### src/source/soc_pkg.sv
package soc_pkg;

    localparam int ADDR_W  = 16;
    localparam int DATA_W  = 32;
    localparam int IRQ_NUM = 5;   // Source 0 is the timer, 1 to 4 are external.
    localparam int OFF_W   = 8;   // Each region spans 256 bytes.

    // Region bases, anything else is unmapped.
    localparam logic [ADDR_W-1:0] TIMER_BASE = 16'h0000;
    localparam logic [ADDR_W-1:0] IRQC_BASE  = 16'h0100;

    localparam int CTRL_EN_BIT = 0;

    // Timer register offsets.
    typedef enum logic [OFF_W-1:0] {
        OFF_MTIME    = 8'h00,
        OFF_MTIMECMP = 8'h04,
        OFF_CTRL     = 8'h08
    } timer_off_e;

    // Interrupt controller register offsets.
    typedef enum logic [OFF_W-1:0] {
        OFF_PENDING = 8'h00,   // Read only.
        OFF_ENABLE  = 8'h04,
        OFF_CLAIM   = 8'h08
    } irqc_off_e;

    typedef enum logic [1:0] {
        IDLE,
        SETUP,
        ACCESS,
        RESP
    } bridge_state_e;

    typedef enum logic [1:0] {
        TGT_TIMER,
        TGT_IRQC,
        TGT_NONE
    } apb_target_e;

endpackage
### src/source/apb_if.sv
`timescale 1ns/1ps

interface apb_if import soc_pkg::*; ();
    logic              psel;
    logic              penable;
    logic              pwrite;
    logic [ADDR_W-1:0] paddr;   // Offset within the region only.
    logic [DATA_W-1:0] pwdata;
    logic [DATA_W-1:0] prdata;
    logic              pready;
    logic              pslverr;

    modport master (
        output psel, penable, pwrite, paddr, pwdata,
        input  prdata, pready, pslverr
    );

    modport slave (
        input  psel, penable, pwrite, paddr, pwdata,
        output prdata, pready, pslverr
    );
endinterface

### src/source/periph_soc.sv
`timescale 1ns/1ps

module periph_soc import soc_pkg::*; (
    input  logic              clk,
    input  logic              reset_i,

    input  logic              req_valid_i,
    input  logic              req_write_i,
    input  logic [ADDR_W-1:0] req_addr_i,
    input  logic [DATA_W-1:0] req_wdata_i,
    output logic              resp_valid_o,
    output logic [DATA_W-1:0] resp_rdata_o,
    output logic              resp_err_o,

    input  logic [3:0]        ext_src_i,
    output logic              ext_irq_o,
    output logic              timer_irq_o
);
    apb_if timer_apb();
    apb_if irqc_apb();

    logic               timer_irq;
    logic [IRQ_NUM-1:0] irq_src;

    assign irq_src     = {ext_src_i, timer_irq};   // Timer is source 0.
    assign timer_irq_o = timer_irq;

    apb_bridge u_apb_bridge (
        .clk          (clk),
        .reset_i      (reset_i),
        .req_valid_i  (req_valid_i),
        .req_write_i  (req_write_i),
        .req_addr_i   (req_addr_i),
        .req_wdata_i  (req_wdata_i),
        .resp_valid_o (resp_valid_o),
        .resp_err_o   (resp_err_o),
        .resp_rdata_o (resp_rdata_o),
        .timer_apb    (timer_apb.master),
        .irqc_apb     (irqc_apb.master)
    );

    clint_timer u_clint_timer (
        .clk         (clk),
        .reset_i     (reset_i),
        .apb         (timer_apb.slave),
        .timer_irq_o (timer_irq)
    );

    irq_ctrl u_irq_ctrl (
        .clk       (clk),
        .reset_i   (reset_i),
        .apb       (irqc_apb.slave),
        .src_i     (irq_src),
        .ext_irq_o (ext_irq_o)
    );
endmodule

### src/source/irq_ctrl.sv
`timescale 1ns/1ps

module irq_ctrl import soc_pkg::*; (
    input  logic               clk,
    input  logic               reset_i,
    apb_if.slave               apb,
    input  logic [IRQ_NUM-1:0] src_i,
    output logic               ext_irq_o
);
    logic [IRQ_NUM-1:0] pending_q;
    logic [IRQ_NUM-1:0] enable_q;
    logic [IRQ_NUM-1:0] active;
    logic [IRQ_NUM-1:0] claim_mask;
    logic [IRQ_NUM-1:0] clr_mask;
    logic [DATA_W-1:0]  claim_id;
    logic               irq_q;
    logic [OFF_W-1:0]   off;
    logic               off_ok;
    logic               acc;

    assign off    = apb.paddr[OFF_W-1:0];
    assign acc    = apb.psel & apb.penable & off_ok;
    assign active = pending_q & enable_q;

    // Lowest active source wins, id is index plus one.
    always_comb begin
        claim_id   = '0;
        claim_mask = '0;
        for (int i = IRQ_NUM - 1; i >= 0; i--) begin
            if (active[i]) begin
                claim_id      = DATA_W'(i + 1);
                claim_mask    = '0;
                claim_mask[i] = 1'b1;
            end
        end
    end

    always_comb begin
        off_ok     = 1'b0;
        apb.prdata = '0;
        if (apb.paddr[ADDR_W-1:OFF_W] == '0) begin
            case (off)
                OFF_PENDING: begin
                    off_ok     = ~apb.pwrite;   // Pending is read only.
                    apb.prdata = DATA_W'(pending_q);
                end
                OFF_ENABLE: begin
                    off_ok     = 1'b1;
                    apb.prdata = DATA_W'(enable_q);
                end
                OFF_CLAIM: begin
                    off_ok     = 1'b1;
                    apb.prdata = claim_id;
                end
                default: off_ok = 1'b0;
            endcase
        end
    end

    assign apb.pready  = 1'b1;
    assign apb.pslverr = apb.psel & ~off_ok;
    assign clr_mask    = (acc && !apb.pwrite && off == OFF_CLAIM) ? claim_mask : '0;

    always_ff @(posedge clk) begin
        if (reset_i) begin
            pending_q <= '0;
            enable_q  <= '0;
            irq_q     <= 1'b0;
        end else begin
            // Claim clears win, a level source sets the bit again next cycle.
            pending_q <= (pending_q | src_i) & ~clr_mask;
            if (acc && apb.pwrite && off == OFF_ENABLE)
                enable_q <= apb.pwdata[IRQ_NUM-1:0];
            irq_q <= |active;
        end
    end

    assign ext_irq_o = irq_q;
endmodule

### src/source/clint_timer.sv
`timescale 1ns/1ps

module clint_timer import soc_pkg::*; (
    input  logic  clk,
    input  logic  reset_i,
    apb_if.slave  apb,
    output logic  timer_irq_o
);
    logic [DATA_W-1:0] mtime_q;
    logic [DATA_W-1:0] mtimecmp_q;
    logic              enable_q;
    logic              irq_q;
    logic [OFF_W-1:0]  off;
    logic              off_ok;
    logic              wr_en;

    assign off   = apb.paddr[OFF_W-1:0];
    assign wr_en = apb.psel & apb.penable & apb.pwrite & off_ok;

    // Read mux and offset check.
    always_comb begin
        off_ok     = 1'b0;
        apb.prdata = '0;
        if (apb.paddr[ADDR_W-1:OFF_W] == '0) begin
            case (off)
                OFF_MTIME: begin
                    off_ok     = 1'b1;
                    apb.prdata = mtime_q;
                end
                OFF_MTIMECMP: begin
                    off_ok     = 1'b1;
                    apb.prdata = mtimecmp_q;
                end
                OFF_CTRL: begin
                    off_ok                  = 1'b1;
                    apb.prdata[CTRL_EN_BIT] = enable_q;
                end
                default: off_ok = 1'b0;
            endcase
        end
    end

    assign apb.pready  = 1'b1;
    assign apb.pslverr = apb.psel & ~off_ok;

    always_ff @(posedge clk) begin
        if (reset_i) begin
            mtime_q    <= '0;
            mtimecmp_q <= '0;
            enable_q   <= 1'b0;
            irq_q      <= 1'b0;
        end else begin
            if (wr_en && off == OFF_MTIME)
                mtime_q <= apb.pwdata;   // A write wins over the count.
            else if (enable_q)
                mtime_q <= mtime_q + 1'b1;
            if (wr_en && off == OFF_MTIMECMP)
                mtimecmp_q <= apb.pwdata;
            if (wr_en && off == OFF_CTRL)
                enable_q <= apb.pwdata[CTRL_EN_BIT];   // Reserved bits dropped.
            irq_q <= enable_q && (mtime_q >= mtimecmp_q);
        end
    end

    assign timer_irq_o = irq_q;
endmodule

### src/source/apb_bridge.sv
`timescale 1ns/1ps

module apb_bridge import soc_pkg::*; (
    input  logic              clk,
    input  logic              reset_i,

    input  logic              req_valid_i,
    input  logic              req_write_i,
    input  logic [ADDR_W-1:0] req_addr_i,
    input  logic [DATA_W-1:0] req_wdata_i,

    output logic              resp_valid_o,
    output logic              resp_err_o,
    output logic [DATA_W-1:0] resp_rdata_o,

    apb_if.master             timer_apb,
    apb_if.master             irqc_apb
);
    bridge_state_e     state_q;
    apb_target_e       tgt_q;
    apb_target_e       tgt_dec;
    logic              write_q;
    logic [OFF_W-1:0]  off_q;
    logic [DATA_W-1:0] wdata_q;
    logic              resp_valid_q;
    logic              resp_err_q;
    logic [DATA_W-1:0] resp_rdata_q;
    logic              in_xfer;
    logic              done;
    logic              slv_ready;
    logic              slv_err;
    logic [DATA_W-1:0] slv_rdata;

    // Region decode on the upper address bits.
    always_comb begin
        if (req_addr_i[ADDR_W-1:OFF_W] == TIMER_BASE[ADDR_W-1:OFF_W])
            tgt_dec = TGT_TIMER;
        else if (req_addr_i[ADDR_W-1:OFF_W] == IRQC_BASE[ADDR_W-1:OFF_W])
            tgt_dec = TGT_IRQC;
        else
            tgt_dec = TGT_NONE;
    end

    always_comb begin
        case (tgt_q)
            TGT_TIMER: begin
                slv_ready = timer_apb.pready;
                slv_err   = timer_apb.pslverr;
                slv_rdata = timer_apb.prdata;
            end
            TGT_IRQC: begin
                slv_ready = irqc_apb.pready;
                slv_err   = irqc_apb.pslverr;
                slv_rdata = irqc_apb.prdata;
            end
            default: begin   // Unmapped, completes at once with an error.
                slv_ready = 1'b1;
                slv_err   = 1'b1;
                slv_rdata = '0;
            end
        endcase
    end

    assign in_xfer = (state_q == SETUP) || (state_q == ACCESS);
    assign done    = (state_q == ACCESS) && slv_ready;

    always_ff @(posedge clk) begin
        if (reset_i) begin
            state_q      <= IDLE;
            tgt_q        <= TGT_NONE;
            resp_valid_q <= 1'b0;
            resp_err_q   <= 1'b0;
        end else begin
            resp_valid_q <= done;
            resp_err_q   <= done & slv_err;
            case (state_q)
                IDLE: if (req_valid_i) begin   // Strobes in other states are dropped.
                    state_q <= SETUP;
                    tgt_q   <= tgt_dec;
                end
                SETUP:   state_q <= ACCESS;
                ACCESS:  if (slv_ready) state_q <= RESP;
                default: state_q <= IDLE;
            endcase
        end
    end

    always_ff @(posedge clk) begin
        if (state_q == IDLE && req_valid_i) begin
            write_q <= req_write_i;
            off_q   <= req_addr_i[OFF_W-1:0];
            wdata_q <= req_wdata_i;
        end
        if (done)
            resp_rdata_q <= slv_rdata;
    end

    assign timer_apb.psel    = in_xfer && (tgt_q == TGT_TIMER);
    assign timer_apb.penable = (state_q == ACCESS) && (tgt_q == TGT_TIMER);
    assign timer_apb.pwrite  = write_q;
    assign timer_apb.paddr   = {{(ADDR_W-OFF_W){1'b0}}, off_q};
    assign timer_apb.pwdata  = wdata_q;

    assign irqc_apb.psel     = in_xfer && (tgt_q == TGT_IRQC);
    assign irqc_apb.penable  = (state_q == ACCESS) && (tgt_q == TGT_IRQC);
    assign irqc_apb.pwrite   = write_q;
    assign irqc_apb.paddr    = {{(ADDR_W-OFF_W){1'b0}}, off_q};
    assign irqc_apb.pwdata   = wdata_q;

    assign resp_valid_o = resp_valid_q;
    assign resp_err_o   = resp_err_q;
    assign resp_rdata_o = resp_rdata_q;
endmodule

### config.mk
export PLATFORM = sky130hd
export DESIGN_NAME = periph_soc
export DESIGN_NICKNAME = d
export VERILOG_FILES = /design/src/source/soc_pkg.sv /design/src/source/apb_if.sv /design/src/source/periph_soc.sv /design/src/source/irq_ctrl.sv /design/src/source/clint_timer.sv /design/src/source/apb_bridge.sv
export SDC_FILE = /design/constraint.sdc
export NUM_CORES = 1
export LEC_CHECK = 0
export BUFFER_PORTS_ARGS = -buffer_cell sky130_fd_sc_hd__buf_2
export CORE_UTILIZATION = 30
export CTS_CLUSTER_SIZE = 30
export DETAILED_ROUTE_END_ITERATION = 8
export SLEW_MARGIN = 10
export SYNTH_ARGS = -nofsm -noshare
export SYNTH_HDL_FRONTEND = slang
export SYNTH_SLANG_ARGS = --single-unit
### constraint.sdc
create_clock -name clk -period 3 [get_ports clk]
set_input_delay 0.3 -clock clk [delete_from_list [all_inputs] [get_ports clk]]
set_output_delay 0.3 -clock clk [all_outputs]
set_load 0.02 [all_outputs]
==> impl.org <==
** Outcome
- Status :: completed

** Worst setup path
- The setup path with the least slack is of type reg -> reg.
- Setup crit end kind :: flip-flop
- Crit path arrival time :: 2.45 ns
- In this run the worst path has a maximum fanout of 28.
- Required time of the critical path :: 3.27 ns
- In this run the critical register-to-register path is launched from u_apb_bridge.off_q[5].
- Measured in cells, the most critical reg-to-reg path has a length of 6.
- Reg-to-reg setup timing slack :: approximately 0.8 ns
- Capture point of the worst reg-to-reg path :: u_apb_bridge.resp_rdata_o[7]
- STA classifies the critical path startpoint as a flip-flop.

** Timing
- Crit share post-route :: 0.728
- In this run the tightest slew margin relative to its limit is 0.563.
- Setup violations remaining at the end of the flow were counted as 0.
- In the post-route analysis, the smallest setup slack over all paths is between 0.8 and 0.9 ns.
- For the pin with the worst max-slew slack, the measured transition is 0.655 ns.
- Setup repair after global routing left no endpoint under its margin.
- Across all hold checks on the routed design, the worst slack comes to around 0.045 ns.
- Between clock sinks in the finished design, the worst skew comes to about 0.011 ns.
- Final hold violation count :: 0
- Timing-limited maximum frequency :: around 460 MHz
- Final-layout setup total negative slack :: 0 ns
- Min cycle time layout :: 2.18 ns
- Max-slew violation count :: 0

** Hold path
- The path with the worst hold slack has its endpoint at u_apb_bridge.irqc_apb.pwdata[4].
- Number of instances on the worst hold path :: 1
- The startpoint identified for the worst hold timing path is req_wdata_i[4].
- The tightest min-delay check is of the in -> reg type.

** CTS
- After clock tree synthesis, the clock-pin slew on the worst setup and hold paths is around 0.070 ns.
- In this run the post-CTS setup repair buffer count came out at 0.
- Clock tree synthesis found a total of about 160 sinks.
- TritonCTS built the clock tree.
- In this run, post-CTS hold repair placed 0 buffers.
- Deepest level of the CTS H-tree :: 4
- Number of CTS-inserted buffers :: 17
- Gates resized during post-CTS repair numbered 0.
- Counting along the longest clock path gives a buffer depth of 2.
- Insertion delay of the later-clocked pin in the worst-skew pair :: roughly 0.43 ns
- Root Driver :: sky130_fd_sc_hd__clkbuf_16

** Global route
- The initial antenna violation count was 0.
- The total overflow left after global routing is 0.
- Entering global routing, the biggest net connects 64 pins.
- The via count of the first global-routing pass is between 5000 and 6000.
- Across every metal layer, demand over resource in global routing totals 0.147.
- The first global-routing pass estimated 27.8 mm of wire.

** Logic synthesis
- Dividing the synthesized area by the synthesized cell count gives approximately 10 um2.
- The share of synthesized area in the top cell type comes to 0.303.
- Cell taking the most area after synthesis :: sky130_fd_sc_hd__edfxtp_1
- Sorting the synthesized cells by area gives the leading types as sky130_fd_sc_hd__edfxtp_1 (30%), sky130_fd_sc_hd__dfxtp_1 (23%), sky130_fd_sc_hd__ha_1 (6.0%).
- Synth warnings :: 0
- Sequential cell area fraction in the yosys report :: 0.532
- After technology mapping, the gate count stands at 716.
- Synthesized area :: ~7200 um2
- Number of storage elements in the synthesis netlist :: ~160
- When the netlist entered floorplanning its net count stood at between 800 and 900.
- Distinct cell type count after synthesis :: 60

** Die
- Num ports :: 92
- Height of the die :: 157 um
- Area of the core region :: about 24000 um2
- The die is between 150 and 200 um wide.
- Row Count :: 56
- The die covers 24800 um2.
- For this configuration, the core starts out at a cell density of 0.308.

** Finish
- Measured on the finished design, the core utilization comes to 0.366.
- Fill cells in the final layout number 2375.
- The finished layout holds between 1000 and 1500 standard cells, fillers aside.
- The net count of the finished layout is between 800 and 900.
- Ratio of cells with drive above 1 in the final layout :: 0.185
- N_diodes :: 0
- Area grow syn2layout :: 18.9%

** Pwr
- Across the VDD grid, the largest voltage drop is between 0.0002 and 0.0003 V.
- Power Dens Cells :: roughly 640 nW/um2
- Cell leakage power :: approximately 3.1 nW

** Placement
- Sum of net half-perimeters after detailed placement :: approximately 12 mm
- Setup Slack @ Placement :: roughly 0.83 ns
- Port buffering added about 90 buffers.
- Number of placed instances, taps included :: around 1100
- Final weighted congestion in routability-driven placement :: approximately 0.85

** Routing
- Routed vias :: 5428
- Mean number of vias per cell :: ~4.8
- After detailed routing, the average wire length per cell comes to ~15 um.
- For this run, the detailed router's first-pass iteration total came to 5.
- Drt first-iter violations :: approximately 360
- The final layout contains routed wiring with a total length of about 17 mm.
- Number of antenna-violating nets in the routed design :: 0
- In the routed design, unresolved DRC markers number 0.

** Run
- The tool flagged a number of max-cap violations equal to 0.
==> cell usage after synthesis, drive strengths merged <==
cell,n
nand4,16
inv,36
buf,9
a221oi,2
nor3,7
edfxtp,73
a2111oi,1
o31a,1
or2,2
nand3b,2
a211o,1
or4b,1
o22a,1
ha,35
nand2b,4
mux2i,14
nand3,19
nor3b,1
and4,5
o22ai,4
a21o,5
nor4,5
o21ai,7
nand4b,1
or3,1
a311oi,1
and3b,1
a211oi,35
clkbuf,26
a22oi,29
nand2,92
a221o,1
o21a,2
nor2b,6
xor2,22
o31ai,2
nor2,89
and3,9
a31oi,4
dfxtp,83
o21bai,1
a21oi,51
xnor2,9
==> worst max-delay path, cell delays in order, from the launching register on <==
cell and delay (ns):
sky130_fd_sc_hd__edfxtp_1 0.36, sky130_fd_sc_hd__nor2_1 0.23, sky130_fd_sc_hd__nand3_1 0.33, sky130_fd_sc_hd__nor3_4 0.37, sky130_fd_sc_hd__buf_4 0.41, sky130_fd_sc_hd__a22oi_1 0.18
sky130_fd_sc_hd__nor2_1 0.15
==> layer usage <==
layer  global-route usage  wire [um]  vias to the layer above
li1                     -          -                     2735
met1                0.184       7730                     2563
met2                0.243       8320                      105
met3               0.0267        597                       25
met4               0.0684        421                        0
met5                    0          0                        -
==> how the worst max path moves through the flow <==
stage	from	to	slack (ns)	cells after the start
after floorplan	u_apb_bridge.state_q[0]	u_clint_timer.mtimecmp_q[31]	0.67	8
after global placement	u_clint_timer.mtime_q[0]	u_clint_timer.timer_irq_o	0.85	8
after detailed placement	u_apb_bridge.off_q[5]	u_apb_bridge.resp_rdata_o[10]	0.83	6
after CTS	u_apb_bridge.off_q[5]	u_apb_bridge.resp_rdata_o[7]	0.82	6
after global routing	u_apb_bridge.state_q[0]	u_irq_ctrl.pending_q[4]	0.61	6
final	u_apb_bridge.off_q[5]	u_apb_bridge.resp_rdata_o[7]	0.82	6
==> per-stage QoR <==
step,power [W],cell area (um2)
after floorplan,0.00317,7240
after global placement,0.00349,8030
after detailed placement,0.00349,8030
after CTS,0.00563,8610
after global routing,0.00580,8610
final,0.00555,8610
==> cell families after synthesis <==
| kind of cell | after synthesis | synth area share |
|---|---|---|
| compound gates | 148 | 0.135 |
| flops | 156 | 0.532 |
| mux | 14 | 0.0194 |
| fa+ha+maj | 35 | 0.0605 |
| buf+inv | 71 | 0.0423 |
| xor+xnor | 31 | 0.0375 |
| simple gates | 261 | 0.173 |
==> where the power goes <==
group / internal, W / total (W) / switching (W)
Clock: 0.00118 / 0.00213 / 0.000950
Sequential: 0.00258 / 0.00271 / 0.000139
Combinational: 0.000195 / 0.000705 / 0.000511
Total: 0.00395 / 0.00555 / 0.00160
==> sequential cells by signal, summed over array words and instances, names as in the netlist, 2 cells and up <==
register,count
u_apb_bridge.state_q,2
u_irq_ctrl.pending_q,5
u_clint_timer.mtime_q,32
u_apb_bridge.resp_rdata_o,32
u_clint_timer.mtimecmp_q,32
u_irq_ctrl.enable_q,5
u_apb_bridge.tgt_q,2
u_apb_bridge.off_q,8
u_apb_bridge.irqc_apb.pwdata,32
==> area by class of cell <==
type / instances / area (um2) / share of cell area
clock buffers: 17 / 425 / 0.0494
clock inverters: 15 / 156 / 0.0182
inverters: 36 / 135 / 0.0157
multi-input cells: 489 / 3090 / 0.359
flip-flops and latches: 156 / 3850 / 0.448
well taps: 319 / 399 / 0.0464
repair buffers: 102 / 551 / 0.0639
==> cells in the final DEF, fill, tap and decap left out, types with 9 or more instances in the layout <==
cell type and n:
sky130_fd_sc_hd__nand2_1 91, sky130_fd_sc_hd__buf_2 91, sky130_fd_sc_hd__nor2_1 88, sky130_fd_sc_hd__dfxtp_1 83, sky130_fd_sc_hd__edfxtp_1 73, sky130_fd_sc_hd__a21oi_1 51, sky130_fd_sc_hd__inv_1 35, sky130_fd_sc_hd__ha_1 35
sky130_fd_sc_hd__a211oi_1 33, sky130_fd_sc_hd__a22oi_1 29, sky130_fd_sc_hd__xor2_1 22, sky130_fd_sc_hd__nand3_1 18, sky130_fd_sc_hd__clkbuf_16 17, sky130_fd_sc_hd__nand4_1 15, sky130_fd_sc_hd__mux2i_1 14, sky130_fd_sc_hd__buf_4 10
sky130_fd_sc_hd__xnor2_1 9
(Power assumes the default switching activity.)
